### src/rtl/imu_types_pkg.sv
// Sensor payload types for the two hand sensors, imported by capture, packer and testbench
package imu_types_pkg;

    // Sensor 1 is the right hand, sensor 2 the left hand
    localparam int NUM_SENSORS = 2;

    // Orientation quaternion as delivered by the sensor hub
    typedef struct packed {
        logic signed [15:0] w;
        logic signed [15:0] x;
        logic signed [15:0] y;
        logic signed [15:0] z;
    } quat_t;   // 64 bits

    // Calibrated angular rate, one word per axis
    typedef struct packed {
        logic signed [15:0] x;
        logic signed [15:0] y;
        logic signed [15:0] z;
    } gyro_t;   // 48 bits

    // Raw 16-bit sensor units throughout
    // Scaling is left to the microcontroller

endpackage

### src/rtl/frame_pkg.sv
// Report frame layout shared by the packer, the streamer and the testbench model
package frame_pkg;

    localparam int FRAME_BYTES  = 32;
    localparam int SENSOR_BYTES = 15;  // 8 quat + 6 gyro + 1 flag byte
    localparam int OFS_BUTTONS  = 30;  // Kick at 30, calibrate at 31

    // Per sensor, base s*SENSOR_BYTES
    //   +0..+7   quat w, x, y, z, high byte first
    //   +8..+13  gyro x, y, z, high byte first
    //   +14      flags, bit 0 quat valid, bit 1 gyro valid
    // Byte 30 bit 0 kick, byte 31 bit 0 calibrate
    // Unused flag bits are sent as zero

    // Whole frame, index 0 goes out first
    typedef logic [7:0] frame_t [FRAME_BYTES];

    // Position of the byte currently on the SPI side
    typedef logic [$clog2(FRAME_BYTES)-1:0] byte_idx_t;

endpackage

### src/rtl/snapshot_if.sv
// Snapshot handshake between the capture stage and the frame packer, one producer one consumer
`timescale 1ns/1ps

interface snapshot_if;
    import imu_types_pkg::*;

    quat_t                  quat [NUM_SENSORS];  // Latest quaternion per sensor
    gyro_t                  gyro [NUM_SENSORS];  // Latest gyro per sensor
    logic [NUM_SENSORS-1:0] quat_ok;             // Sticky, seen at least once
    logic [NUM_SENSORS-1:0] gyro_ok;
    logic                   kick;                // Button flags pending for next frame
    logic                   calibrate;
    logic                   ready;               // Level, new snapshot waiting
    logic                   ack;                 // One-cycle pulse, only while ready

    // Capture side
    modport producer (
        output quat, gyro, quat_ok, gyro_ok,
        output kick, calibrate, ready,
        input  ack
    );

    // Packer side
    modport consumer (
        input  quat, gyro, quat_ok, gyro_ok,
        input  kick, calibrate, ready,
        output ack
    );

endinterface

### src/rtl/sample_hold.sv
// Holding register with sticky valid flag, instantiated once per sensor payload in capture
`timescale 1ns/1ps

module sample_hold #(
    parameter type payload_t = logic [15:0]
) (
    input  logic     clk,
    input  logic     rst_n,
    input  logic     strobe,   // Sensor delivered a new sample
    input  payload_t din,
    output payload_t dout,     // Latest sample, holds between strobes
    output logic     held      // Set by first strobe, only reset clears it
);

    always_ff @(posedge clk or negedge rst_n) begin
        if (!rst_n) begin
            dout <= '0;
            held <= 1'b0;
        end else if (strobe) begin
            dout <= din;
            held <= 1'b1;   // Sticky
        end
    end

    // Valid flag may only rise once per reset
    a_held_sticky: assert property (
        @(posedge clk) disable iff (!rst_n)
        held |=> held
    ) else $error("sample_hold: held flag dropped outside reset");

endmodule

### src/rtl/sensor_capture.sv
// Stage one, latches sensor samples and button pulses and raises ready for the packer
`timescale 1ns/1ps

module sensor_capture (
    input  logic                                  clk,
    input  logic                                  rst_n,
    input  logic [imu_types_pkg::NUM_SENSORS-1:0] quat_strobe,
    input  logic [imu_types_pkg::NUM_SENSORS-1:0] gyro_strobe,
    input  imu_types_pkg::quat_t                  quat_in [imu_types_pkg::NUM_SENSORS],
    input  imu_types_pkg::gyro_t                  gyro_in [imu_types_pkg::NUM_SENSORS],
    input  logic                                  kick_pulse,
    input  logic                                  calibrate_pulse,
    snapshot_if.producer                          snap
);
    import imu_types_pkg::*;

    logic new_data;   // Anything worth a fresh frame this cycle
    logic kick_q;
    logic calib_q;
    logic ready_q;

    // One quaternion and one gyro hold per sensor
    for (genvar s = 0; s < NUM_SENSORS; s++) begin : g_sensor
        sample_hold #(.payload_t(quat_t)) u_quat_hold (
            .clk    (clk),
            .rst_n  (rst_n),
            .strobe (quat_strobe[s]),
            .din    (quat_in[s]),
            .dout   (snap.quat[s]),
            .held   (snap.quat_ok[s])
        );

        sample_hold #(.payload_t(gyro_t)) u_gyro_hold (
            .clk    (clk),
            .rst_n  (rst_n),
            .strobe (gyro_strobe[s]),
            .din    (gyro_in[s]),
            .dout   (snap.gyro[s]),
            .held   (snap.gyro_ok[s])
        );
    end

    assign new_data = (|quat_strobe) | (|gyro_strobe) | kick_pulse | calibrate_pulse;

    always_ff @(posedge clk or negedge rst_n) begin
        if (!rst_n) begin
            kick_q  <= 1'b0;
            calib_q <= 1'b0;
            ready_q <= 1'b0;
        end else begin
            // A pulse in the ack cycle survives for the following frame
            kick_q  <= kick_pulse | (kick_q & ~snap.ack);
            calib_q <= calibrate_pulse | (calib_q & ~snap.ack);
            // Ack drops ready unless fresh data lands on the same edge
            ready_q <= new_data | (ready_q & ~snap.ack);
        end
    end

    assign snap.kick      = kick_q;
    assign snap.calibrate = calib_q;
    assign snap.ready     = ready_q;

    // Packer must only take a snapshot that is on offer
    a_ack_needs_ready: assert property (
        @(posedge clk) disable iff (!rst_n)
        snap.ack |-> snap.ready
    ) else $error("sensor_capture: ack while ready low");

endmodule

### src/rtl/frame_packer.sv
// Stage two, maps the snapshot into the 32-byte report frame and hands it to the streamer
`timescale 1ns/1ps

module frame_packer (
    snapshot_if.consumer     snap,
    input  logic             busy,    // Streamer still sending previous frame
    output frame_pkg::frame_t frame,
    output logic             load     // Streamer copies frame this cycle
);
    import imu_types_pkg::*;
    import frame_pkg::*;

    // Take the snapshot as soon as the streamer is free
    assign load     = snap.ready & ~busy;
    assign snap.ack = load;   // Same cycle, capture releases its buttons

    always_comb begin
        for (int s = 0; s < NUM_SENSORS; s++) begin
            // Quaternion, big endian per component
            frame[s*SENSOR_BYTES + 0]  = snap.quat[s].w[15:8];
            frame[s*SENSOR_BYTES + 1]  = snap.quat[s].w[7:0];
            frame[s*SENSOR_BYTES + 2]  = snap.quat[s].x[15:8];
            frame[s*SENSOR_BYTES + 3]  = snap.quat[s].x[7:0];
            frame[s*SENSOR_BYTES + 4]  = snap.quat[s].y[15:8];
            frame[s*SENSOR_BYTES + 5]  = snap.quat[s].y[7:0];
            frame[s*SENSOR_BYTES + 6]  = snap.quat[s].z[15:8];
            frame[s*SENSOR_BYTES + 7]  = snap.quat[s].z[7:0];

            // Gyro axes
            frame[s*SENSOR_BYTES + 8]  = snap.gyro[s].x[15:8];
            frame[s*SENSOR_BYTES + 9]  = snap.gyro[s].x[7:0];
            frame[s*SENSOR_BYTES + 10] = snap.gyro[s].y[15:8];
            frame[s*SENSOR_BYTES + 11] = snap.gyro[s].y[7:0];
            frame[s*SENSOR_BYTES + 12] = snap.gyro[s].z[15:8];
            frame[s*SENSOR_BYTES + 13] = snap.gyro[s].z[7:0];

            // Flag byte closes each sensor block
            frame[s*SENSOR_BYTES + 14] = {6'b0, snap.gyro_ok[s], snap.quat_ok[s]};
        end

        // Button bytes at the tail
        frame[OFS_BUTTONS]     = {7'b0, snap.kick};
        frame[OFS_BUTTONS + 1] = {7'b0, snap.calibrate};
    end

endmodule

### src/rtl/byte_streamer.sv
// Stage three, holds one report frame and shows its bytes to the SPI slave under tx_next pacing
`timescale 1ns/1ps

module byte_streamer (
    input  logic              clk,
    input  logic              rst_n,
    input  frame_pkg::frame_t frame,
    input  logic              load,      // Copy frame, start at byte 0
    input  logic              tx_next,   // SPI side consumed shown byte
    output logic [7:0]        tx_byte,
    output logic              tx_valid,
    output logic              tx_first,  // Byte 0 on display
    output logic              busy
);
    import frame_pkg::*;

    frame_t    buf_q;   // Frame being sent
    byte_idx_t idx_q;
    logic      busy_q;

    // Payload copy, taken on load
    always_ff @(posedge clk) begin
        if (load) begin
            buf_q <= frame;
        end
    end

    always_ff @(posedge clk or negedge rst_n) begin
        if (!rst_n) begin
            busy_q <= 1'b0;
            idx_q  <= '0;
        end else if (load) begin
            busy_q <= 1'b1;
            idx_q  <= '0;
        end else if (busy_q && tx_next) begin
            if (idx_q == byte_idx_t'(FRAME_BYTES - 1)) begin
                busy_q <= 1'b0;   // Last byte taken
                idx_q  <= '0;
            end else begin
                idx_q <= idx_q + 1'b1;
            end
        end
    end

    assign tx_byte  = buf_q[idx_q];
    assign tx_valid = busy_q;
    assign tx_first = busy_q && (idx_q == '0);
    assign busy     = busy_q;

    // Packer has to wait for the end of the current frame
    a_no_load_busy: assert property (
        @(posedge clk) disable iff (!rst_n)
        load |-> !busy_q
    ) else $error("byte_streamer: load while busy");

    // Back-pressure, shown byte holds until consumed
    a_hold_byte: assert property (
        @(posedge clk) disable iff (!rst_n)
        (tx_valid && !tx_next) |=> ($stable(tx_byte) && $stable(tx_first))
    ) else $error("byte_streamer: tx_byte moved without tx_next");

endmodule

### src/rtl/imu_report_top.sv
// Top level of the report path, two sensors and buttons in, frame bytes out to the SPI slave
`timescale 1ns/1ps

module imu_report_top (
    input  logic                 clk,
    input  logic                 rst_n,
    // Sensor 1, right hand
    input  logic                 quat1_valid,
    input  imu_types_pkg::quat_t quat1,
    input  logic                 gyro1_valid,
    input  imu_types_pkg::gyro_t gyro1,
    // Sensor 2, left hand
    input  logic                 quat2_valid,
    input  imu_types_pkg::quat_t quat2,
    input  logic                 gyro2_valid,
    input  imu_types_pkg::gyro_t gyro2,
    input  logic                 calibrate_btn_pulse,
    input  logic                 kick_btn_pulse,
    // SPI slave side
    input  logic                 tx_next,
    output logic [7:0]           tx_byte,
    output logic                 tx_valid,
    output logic                 tx_first
);
    import imu_types_pkg::*;
    import frame_pkg::*;

    logic [NUM_SENSORS-1:0] quat_strobe;
    logic [NUM_SENSORS-1:0] gyro_strobe;
    quat_t                  quat_in [NUM_SENSORS];
    gyro_t                  gyro_in [NUM_SENSORS];
    frame_t                 frame;        // Packer to streamer
    logic                   load;
    logic                   busy;

    snapshot_if snap ();

    // Index 0 is sensor 1, goes first in the frame
    assign quat_strobe = {quat2_valid, quat1_valid};
    assign gyro_strobe = {gyro2_valid, gyro1_valid};
    assign quat_in[0]  = quat1;
    assign quat_in[1]  = quat2;
    assign gyro_in[0]  = gyro1;
    assign gyro_in[1]  = gyro2;

    sensor_capture u_capture (
        .clk (clk), .rst_n (rst_n),
        .quat_strobe (quat_strobe), .gyro_strobe (gyro_strobe),
        .quat_in (quat_in), .gyro_in (gyro_in),
        .kick_pulse (kick_btn_pulse), .calibrate_pulse (calibrate_btn_pulse),
        .snap (snap.producer)
    );

    frame_packer u_packer (.snap (snap.consumer), .busy (busy), .frame (frame), .load (load));

    byte_streamer u_streamer (
        .clk (clk), .rst_n (rst_n), .frame (frame), .load (load), .tx_next (tx_next),
        .tx_byte (tx_byte), .tx_valid (tx_valid), .tx_first (tx_first), .busy (busy)
    );

endmodule

### config.mk
export PLATFORM = sky130hd
export DESIGN_NAME = imu_report_top
export DESIGN_NICKNAME = d
export VERILOG_FILES = /design/src/rtl/imu_types_pkg.sv /design/src/rtl/frame_pkg.sv /design/src/rtl/snapshot_if.sv /design/src/rtl/sample_hold.sv /design/src/rtl/sensor_capture.sv /design/src/rtl/frame_packer.sv /design/src/rtl/byte_streamer.sv /design/src/rtl/imu_report_top.sv
export SDC_FILE = /design/constraint.sdc
export NUM_CORES = 1
export LEC_CHECK = 0
export BUFFER_PORTS_ARGS = -buffer_cell sky130_fd_sc_hd__buf_2
export CAP_MARGIN = 20
export CORE_ASPECT_RATIO = 2
export CORE_MARGIN = 4
export CORE_UTILIZATION = 30
export DETAILED_ROUTE_END_ITERATION = 8
export SKIP_CTS_REPAIR_TIMING = 1
export SLEW_MARGIN = 25
export SYNTH_ARGS = -nofsm -noshare
export SYNTH_HDL_FRONTEND = slang
export SYNTH_SLANG_ARGS = --single-unit
export TNS_END_PERCENT = 30
### constraint.sdc
create_clock -name clk -period 7 [get_ports clk]
set_input_delay 1.4 -clock clk [delete_from_list [all_inputs] [get_ports clk]]
set_output_delay 1.4 -clock clk [all_outputs]
set_load 0.01 [all_outputs]
**Word-level counts from Yosys, hierarchy flattened**

Index checks and enable logic that the tools add are counted.

- Bits in registers: 467
- Output and inout bits: 10
- Input bits: 233
- Word-level logic and storage cells: 88

- Add/subtract/negate cells: 1
- $lt $le $gt $ge: 1
- Equal/unequal tests: 1
- Multiplexer cells: 9
- Bitwise operators: 13
- Reduce and logical (&&, ||, !) cells: 8

Operator list:

| kind | count |
|---|---|
| 8-bit binary-select mux with 5-bit select | 1 |
| 8-bit 2-to-1 mux | 2 |
| 5-bit 2-to-1 mux | 3 |
| 6-bit >= comparator (second input constant) | 1 |
| 5-bit inverter with 6-bit output | 1 |
| 1-bit OR | 6 |
| 5-bit by 1-bit adder with 5-bit output (second input constant) | 1 |
| 5-bit == test (second input constant) | 1 |
| 5-bit logical NOT | 1 |
| 1-bit AND | 4 |
| 2-bit nonzero test | 2 |
| 2-bit OR reduction | 2 |
| 1-bit 2-to-1 mux | 3 |
| 1-bit logical AND | 2 |
| 1-bit inverter | 2 |
| 2-bit AND reduction | 1 |

**Depth between registers and ports, before layout**

Gate-level depths: netlist of the first run.

- Depth after elaboration: 5
- Depth in mapped cells: 8

**Hierarchy**

From an unflattened synthesis of the first run, not the netlist that was laid out.

- Cell total of the unflattened synthesis: 1278
- Area, all modules: 21232.9 um2

By module, submodules not included:

| module | area each (um2) | cells each | instances |
|---|---|---|---|
| byte_streamer | 10249.8 | 531 | 1 |
| sample_hold at u_capture.g_sensor[0].u_quat_hold ... | 2610.0 | 137 | 2 |
| sample_hold at u_capture.g_sensor[0].u_gyro_hold ... | 1851.8 | 103 | 2 |
| frame_packer | 1946.9 | 259 | 1 |
| sensor_capture | 112.6 | 8 | 1 |

**Worst setup path before layout of the first run**

Ideal clock, no wire load.

- Kind: register to register
- Start: reg u_streamer.busy_q (netlist: u_streamer.busy)
- End: reg u_streamer.buf_q[0] (netlist name) (enable)
- Stages on the path, launching flop included: 3
- Path slack: 1378 ps
- Clock period less this slack: 5622 ps
- Library setup time: 582 ps
- Buffers on the path: 0
- Data arrival time: 5040 ps
- Cell sequence: dfrtp_1 nand2b_1 inv_1

- Cells in the longest elaborated chain, start to end: 2

Ends and longest elaborated chain:

| element | line | source |
|---|---|---|
| start, declared | byte_streamer.sv:19 | `logic busy_q;` |
| start signal, assigned | byte_streamer.sv:30 | `busy_q <= 1'b0;` |
| start signal, assigned | byte_streamer.sv:33 | `busy_q <= 1'b1;` |
| start signal, assigned | byte_streamer.sv:37 | `busy_q <= 1'b0;` |
| 1-bit inverter | frame_packer.sv:14 | `assign load = snap.ready & ~busy;` |
| 1-bit AND | frame_packer.sv:14 |  |
| named net load | imu_report_top.sv:33 | `logic load;` |
| end signal, assigned | byte_streamer.sv:24 | `buf_q <= frame;` |
| end, declared | byte_streamer.sv:17 | `frame_t buf_q;` |

The timed path passes the listed nets, and every way through them passes these cells.
A chain may end at the register's enable or synchronous reset.

**Worst setup path after layout of the first run**

- Start: reg u_streamer.idx_q[0]
- End: out tx_byte[6]

- Cells in the longest elaborated chain, start to end: 4

Ends and longest elaborated chain:

| element | line | source |
|---|---|---|
| start, declared | byte_streamer.sv:18 | `byte_idx_t idx_q;` |
| start signal, assigned | byte_streamer.sv:40 | `idx_q <= idx_q + 1'b1;` |
| 5-bit inverter with 6-bit output (implied by the code) | byte_streamer.sv:45 | `assign tx_byte = buf_q[idx_q];` |
| 8-bit binary-select mux with 5-bit select | byte_streamer.sv:45 |  |
| 8-bit 2-to-1 mux (implied by the code) (2 in series) | byte_streamer.sv:45 |  |
| end, declared | imu_report_top.sv:21 | `output logic [7:0] tx_byte,` |

No other way between the ends. The select of a mux whose other input is x is not followed.

==> results by group, run 1 <==
Die
  • Die Y-Extent: 350 um
  • Standard-cell row count: 125
  • Initial Util: 30.3%
  • # IOs: 243
  • Core footprint: 0.0580 sq mm
  • Die X: 179 um
  • Die ar.: 0.0628 sq mm

STA
  • Final period demand of the worst path: 5.01 ns
  • Unrepaired setup endpoints after global routing: no
  • Hold Violations, Final: 0
  • Slew Viols, Final: 0
  • Sum of negative setup slack: 0 ns
  • Max-slew headroom: 36.6%
  • Worst Clk Skew: 0.0208 ns
  • Slew @ Worst Pin: 0.951 ns
  • Fmax: 200 MHz
  • Setup-failing EPs final: 0
  • Minimum hold slack: 0.439 ns
  • Fin crit share: 71.6%

Power and ir drop
  • Switching Share: 26.5%
  • Int Pwr: 4.89 mW
  • Clock power share: 34.4%
  • P_sw: 1.76 mW
  • Gate power share: 16.6%
  • Pleak: 7.99 nW
  • Sequential Power Share: 49.0%
  • Power Density: 316 mW/mm^2
  • Worst VDD drop: 0.207 mV

Critical path
  • FF-to-FF Start: u_streamer.busy$_DFFE_PN0P_
  • Critical path's slowest cell: dfrtp_4
  • CP required: 5.60 ns
  • CP Class: reg -> out
  • Crit path launch type: flop
  • Flop2flop setup slack: 4.43 ns
  • Max FO, Critical Path: 36
  • Worst path bufs/invs: 2
  • Critical Path End Type: output pin
  • Crit path from: u_streamer.idx_q[0]$_DFFE_PN0P_
  • WP data arrival: 3.61 ns
  • Cells along the critical path: buf_4 -> mux4_2 -> mux2_2 -> a221oi_1 -> a31oi_1 -> buf_2
  • CP peak stage delay: 0.90 ns
  • Cell family with most CP delay: flip-flops

Synthesis
  • Mapped Area: 0.0176 sq mm
  • Post-synthesis mux area share: 21.9%
  • Register bit count reported by yosys: 467
  • Post-synth EDFFs: 230
  • Syn_area_per_cell: 19.3 sq um
  • Mapped Nets: 1147
  • Post-synthesis cell count: 911
  • Simple-gate portion of the synthesized area: 1.33%
  • Register area share after synthesis: 73.0%
  • Synth Area in Compound Gates: 2.14%
  • Yosys Warn Count: 0
  • Post-Synth Adder-Cell Area: 0.213%
  • Dominant synthesized flop cell: dfrtp_1
  • Async S/R FF share, synth: 50.7%
  • Distinct cell type count after synthesis: 40
  • Post-Synth XOR/XNOR Area: 0%
  • Largest family of logic cells by synthesized area: multiplexers

Routing
  • Drt via density: 4.67
  • Vias: 9162
  • Post-DRT Antenna Nets: 0
  • DRT iter0 DRCs: 439
  • Post-Route WL: 47600 um
  • DR WL/cell: 24.3 um
  • Residual DRC count: 0
  • 1st-pass router iterations: 5

GRT
  • Tot GR Track Use: 15.0%
  • First-pass GRT wire length: 67200 um
  • Vias in the first global route: 9894
  • Met2 GRT Util: 28.8%
  • Initial antenna violation count: 20
  • Grt total ovfl: 0
  • Largest net degree at the start of global routing: 152
  • Gr busiest metal: met2
  • Met3 Track Usage GR: 2.63%
  • Met1 usage: 15.9%

Clock tree
  • CTS tree: built
  • TritonCTS Sinks: 467
  • Later-pin clock latency in the skew report: 0.57 ns
  • Worst-path clk slew: 0.06 ns
  • TritonCTS Buffers: 42
  • Clock root cell: clkbuf_16
  • CTS H-tree lvls: 2
  • Clock Tree Buf Depth: 3

Place
  • Port buffer count: 242
  • Hpwl dp: 33800 um
  • RD Place Congestion: 0.790

Hold path
  • HP Class: reg -> reg
  • HP Start: u_capture.g_sensor[0].u_gyro_hold.dout[43]$_DFFE_PN0P_

Finish
  • Share of layout cells above drive strength 1: 51.1%
  • Area grow syn2layout: 19.7%
  • Final nets: 1394
  • Most frequent cells in the layout: buf_2 (239), mux2_2 (238), dfrtp_1 (235)
  • Fin util: 36.3%
  • Most common cell after layout, fill and taps aside: buf_2
  • Layout filler cell count: 5478

Job
  • MaxCap Viol Count: 0

Run status
  • Outcome: completed
## cell usage after synthesis (all sizes together) (5+ instances only)
library cell | n | area share (%)
a22o | 6 | 0.30
buf | 25 | 0.75
mux4 | 50 | 6.4
clkbuf | 25 | 0.53
a221oi | 7 | 0.35
mux2i | 5 | 0.28
mux2 | 238 | 15
nor2 | 6 | 0.13
dfrtp | 237 | 34
nand2 | 15 | 0.32
edfxtp | 230 | 39
nor2b | 7 | 0.25
a31oi | 6 | 0.21
## kinds of logic (layout without fill, tap and decap cells)
family                   after synthesis  count (layout)
adder cells (fa/ha/maj)                3               3
buffers and inverters                 54             335
other                                  0               8
flip-flops                           467             467
AND/OR/NAND/NOR                       45              45
AO/OA/AOI/OAI                         49              49
multiplexers                         293             293
## through the flow
stage               setup WS (ns)  power, mW  instance area [sq um]  cells
floorplan                    1.38       3.96                  17600    911
global placement             2.55       4.41                  19600   1875
detailed placement           2.51       4.45                  19600   1875
CTS                          1.89       6.76                  21000   1953
global route                 1.79       6.94                  21000   1959
finish                       1.99       6.66                  21000   1962
## final timing paths
| check | depth (start not counted) | endpoint |
|---|---|---|
| setup / recovery | 6 | tx_byte[6] |
| max in group asynchronous | 2 | u_streamer.idx_q[0]$_DFFE_PN0P_ |
| setup reg to reg | 3 | u_streamer.buf_q[190]$_DFFE_PP_ |
| hold reg to reg | 0 | u_streamer.buf_q[187]$_DFFE_PP_ |
| min in group asynchronous | 1 | u_capture.g_sensor[0].u_gyro_hold.dout[2]$_DFFE_PN0P_ |
| hold / removal | 0 | u_streamer.buf_q[187]$_DFFE_PP_ |
## power by group through the flow
stage	Combinational (mW)	Clock (mW)	Sequential, mW
global placement	1.10	0	3.31
finish	1.11	2.29	3.26
CTS	1.13	2.37	3.27
global route	1.19	2.47	3.28
detailed placement	1.13	0	3.32
floorplan	0.764	0	3.20
## area by class of cell
class                           instances  area [sq um]  share of cell area (%)
Sequential cell                       467         12800                    61.0
Multi-Input combinational cell        390          4520                    21.5
Timing Repair Buffer                  253          1330                    6.33
Clock buffer                           70          1260                    5.97
Tap cell                              762           953                    4.53
Clock inverter                          8          88.8                   0.422
Inverter                                4          27.5                   0.131
Antenna cell                            8          20.0                  0.0951
## routing by layer
layer  vias to the layer above  wire length [um]
met2                       300             27400
li1                       4013                 -
met5                         -                27
met1                      4753             16000
met3                        92              2490
met4                         4              1680
## flip-flops by register name, summed over array words and instances, names as in the netlist
signal                               flops
u_capture.snap.kick                      1
u_capture.g_sensor.u_gyro_hold.dout     96
u_capture.g_sensor.u_gyro_hold.held      2
u_capture.g_sensor.u_quat_hold.held      2
u_streamer.idx_q                         5
u_streamer.buf_q                       230
u_capture.snap.calibrate                 1
u_capture.g_sensor.u_quat_hold.dout    128
u_streamer.busy                          1
u_capture.snap.ready                     1
Power figures use the tool's default switching activity.
==> inputs of run 2 (changes only) <==
--- a/config.mk
+++ b/config.mk
@@ -5,6 +5,7 @@
 export SDC_FILE = /design/constraint.sdc
 export NUM_CORES = 1
 export LEC_CHECK = 0
+export ABC_AREA = 1
 export BUFFER_PORTS_ARGS = -buffer_cell sky130_fd_sc_hd__buf_2
 export CAP_MARGIN = 20
 export CORE_ASPECT_RATIO = 2
==> constraint.sdc (replaced) <==
create_clock -name clk -period 4.6 [get_ports clk]
set_input_delay 0.92 -clock clk [delete_from_list [all_inputs] [get_ports clk]]
set_output_delay 0.92 -clock clk [all_outputs]
set_load 0.01 [all_outputs]
==> run 2 against run 1 <==
- final area grew 3.6%
- utilization shrank 0.46 points
- largest power group unchanged
- worst hold slack lost 0.089 ns
- sequential share of layout area shrank 2.1 points
- first-iteration DRC count grew 100%
- critical path depth grew 3
==> results by group, run 2 <==
Clock tree
  • TritonCTS Buffers: 42
  • Later-pin clock latency in the skew report: 0.56 ns
  • TritonCTS Sinks: 467
  • Clock root cell: clkbuf_16
  • CTS tree: built
  • Worst-path clk slew: 0.07 ns
  • Clock Tree Buf Depth: 3
  • CTS H-tree lvls: 2

Critical path
  • CP required: 3.68 ns
  • WP data arrival: 3.30 ns
  • Crit path launch type: flop
  • CP Class: reg -> out
  • Max FO, Critical Path: 60
  • Flop2flop setup slack: 2.11 ns
  • Critical Path End Type: output pin

Place
  • Placed Cells: 2809
  • DP Worst Slack: 0.949 ns
  • RD Place Congestion: 0.826
  • Port buffer count: 242
  • Hpwl dp: 36000 um
  • Cell Area, Placed: 0.0203 sq mm

Synthesis
  • Register bit count reported by yosys: 467
  • Syn_area_per_cell: 9.90 sq um
  • Register area share after synthesis: 69.7%
  • Dominant synthesized flop cell: dfrtp_1
  • Distinct cell type count after synthesis: 24
  • Async S/R FF share, synth: 50.7%
  • Largest cells by area after synthesis: edfxtp_1 (38%), dfrtp_1 (32%), nand2_1 (19%)
  • Most frequent cell after synthesis: nand2_1
  • Mapped Nets: 2095
  • Dominant cell type by area after synthesis: edfxtp_1
  • Mapped Area: 0.0184 sq mm
  • Yosys Warn Count: 0
  • Post-synthesis cell count: 1859
  • Top-area cell type share of the netlist area: 37.5%
  • Post-synth EDFFs: 230
  • Top post-synthesis cells by count: nand2_1 (951), dfrtp_1 (237), edfxtp_1 (230)

Finish
  • Most common cell after layout, fill and taps aside: nand2_1
  • Number of flip-flops under the largest register name: 230
  • Area taken by multi-input logic gates: 0.00487 sq mm
  • Final nets: 2309
  • Largest regs: u_streamer.buf_q x230, u_capture.g_sensor.u_quat_hold.dout x128, u_capture.g_sensor.u_gyro_hold.dout x96
  • Storage element area: 0.0128 sq mm
  • Share of layout cells above drive strength 1: 16.6%
  • Area grow syn2layout: 18.4%
  • Most frequent cells in the layout: nand2_1 (950), buf_2 (241), dfrtp_1 (234)
  • Design area: 0.0218 sq mm
  • Top reg by flops: u_streamer.buf_q
  • Layout Cells excl Fill: 2888
  • Layout filler cell count: 6221

GRT
  • Tot GR Track Use: 15.3%
  • First-pass GRT wire length: 78500 um
  • Grt total ovfl: 0
  • Vias in the first global route: 13400
  • Initial antenna violation count: 7
  • Largest net degree at the start of global routing: 168

STA
  • Max-slew headroom: 33.4%
  • Worst Clk Skew: 0.0147 ns
  • Fin crit share: 91.7%
  • Setup-failing EPs final: 0
  • Slew @ Worst Pin: 0.999 ns
  • Worst Setup Slack, final: 0.383 ns
  • Slew Viols, Final: 0
  • Final period demand of the worst path: 4.22 ns
  • Sum of negative setup slack: 0 ns
  • Fmax: 237 MHz
  • Unrepaired setup endpoints after global routing: no
  • Hold Violations, Final: 0

Die
  • Die X: 183 um
  • Die ar.: 0.0656 sq mm
  • Initial Util: 30.2%
  • Standard-cell row count: 128
  • Die Y-Extent: 358 um
  • Core footprint: 0.0609 sq mm
  • # IOs: 243

Power and ir drop
  • Clock power share: 34.3%
  • Gate power share: 20.2%
  • Int Pwr: 7.38 mW
  • Worst VDD drop: 0.209 mV
  • Pleak: 10.3 nW
  • Switching Share: 31.0%
  • Sequential Power Share: 45.5%
  • P_sw: 3.32 mW
  • Power Density: 491 mW/mm^2

Run status
  • Outcome: completed

Routing
  • Residual DRC count: 0
  • 1st-pass router iterations: 5
  • DR WL/cell: 17.5 um
  • Post-DRT Antenna Nets: 0
  • Post-Route WL: 50600 um
  • Vias: 13000
  • Drt via density: 4.50
  • DRT iter0 DRCs: 877

Hold path
  • HP Class: in -> async

Job
  • MaxCap Viol Count: 0
run 2: worst paths after layout:
check                                                                               to                                               start  depth (start not counted)
worst max register to register                         u_streamer.idx_q[2]$_DFFE_PN0P_                     u_streamer.idx_q[0]$_DFFE_PN0P_                          8
worst min register to register                         u_streamer.buf_q[136]$_DFFE_PP_  u_capture.g_sensor[0].u_quat_hold.held$_DFFE_PN0P_                          0
worst max-delay path                                                        tx_byte[3]                     u_streamer.idx_q[0]$_DFFE_PN0P_                          9
worst min-delay path            u_capture.g_sensor[1].u_gyro_hold.dout[20]$_DFFE_PN0P_                                               rst_n                          1
max in group asynchronous                              u_streamer.idx_q[0]$_DFFE_PN0P_                                               rst_n                          2
min in group clk                                       u_streamer.buf_q[136]$_DFFE_PP_  u_capture.g_sensor[0].u_quat_hold.held$_DFFE_PN0P_                          0
run 2: cell families (layout without fill, tap and decap cells):
kind of cell,after synthesis,in the layout,synth area share (%)
buf+inv,164,410,3.85
flops,467,467,69.7
simple gates,1162,1162,24.4
fa+ha+maj,3,3,0.204
compound gates,63,63,1.75
other cells,0,3,0
run 2: per-layer routing:
layer,vias to the layer above,global-route usage [%],wire (um)
met2,378,26.0,24900
met1,6222,19.4,20900
li1,6300,-,-
met3,87,2.39,2570
met4,2,6.59,2240
met5,-,0,17
run 2: power groups by stage:
stage / clock [mW] / combinational, mW / sequential [mW]
after floorplan: 0 / 1.41 / 4.82
after global placement: 0 / 2.18 / 4.94
after detailed placement: 0 / 2.19 / 4.95
after CTS: 3.77 / 2.19 / 4.87
after global routing: 3.93 / 2.42 / 4.90
final: 3.67 / 2.16 / 4.87
run 2: per-stage QoR:
step / hold slack [ns] / total power, mW / util (%)
2_1_floorplan: 0.417 / 6.24 / -
3_3_place_gp: 0.428 / 7.12 / 33.4
3_5_place_dp: 0.421 / 7.14 / 33.4
4_1_cts: 0.414 / 10.8 / 35.8
5_1_grt: 0.446 / 11.2 / 35.8
6_report: 0.350 / 10.7 / 35.8
run 2: area by class of cell:
| cell class | count | share of cell area, % |
|---|---|---|
| tap | 780 | 4.48 |
| antenna | 3 | 0.0344 |
| multi-input combinational | 1228 | 22.3 |
| clock buffer | 49 | 5.13 |
| inverter | 75 | 1.32 |
| timing repair buffer | 259 | 6.30 |
| sequential | 467 | 58.9 |
| clock inverter | 27 | 1.46 |
run 2: critical path: stages (launching register included):
cell     delay [ns]
dfrtp_4        0.72
inv_4          0.54
buf_4          0.52
o21ai_0        0.18
nand2_1        0.09
nand2_1        0.05
nand2_1        0.10
nor2_1         0.05
nor2_1         0.22
buf_2          0.19
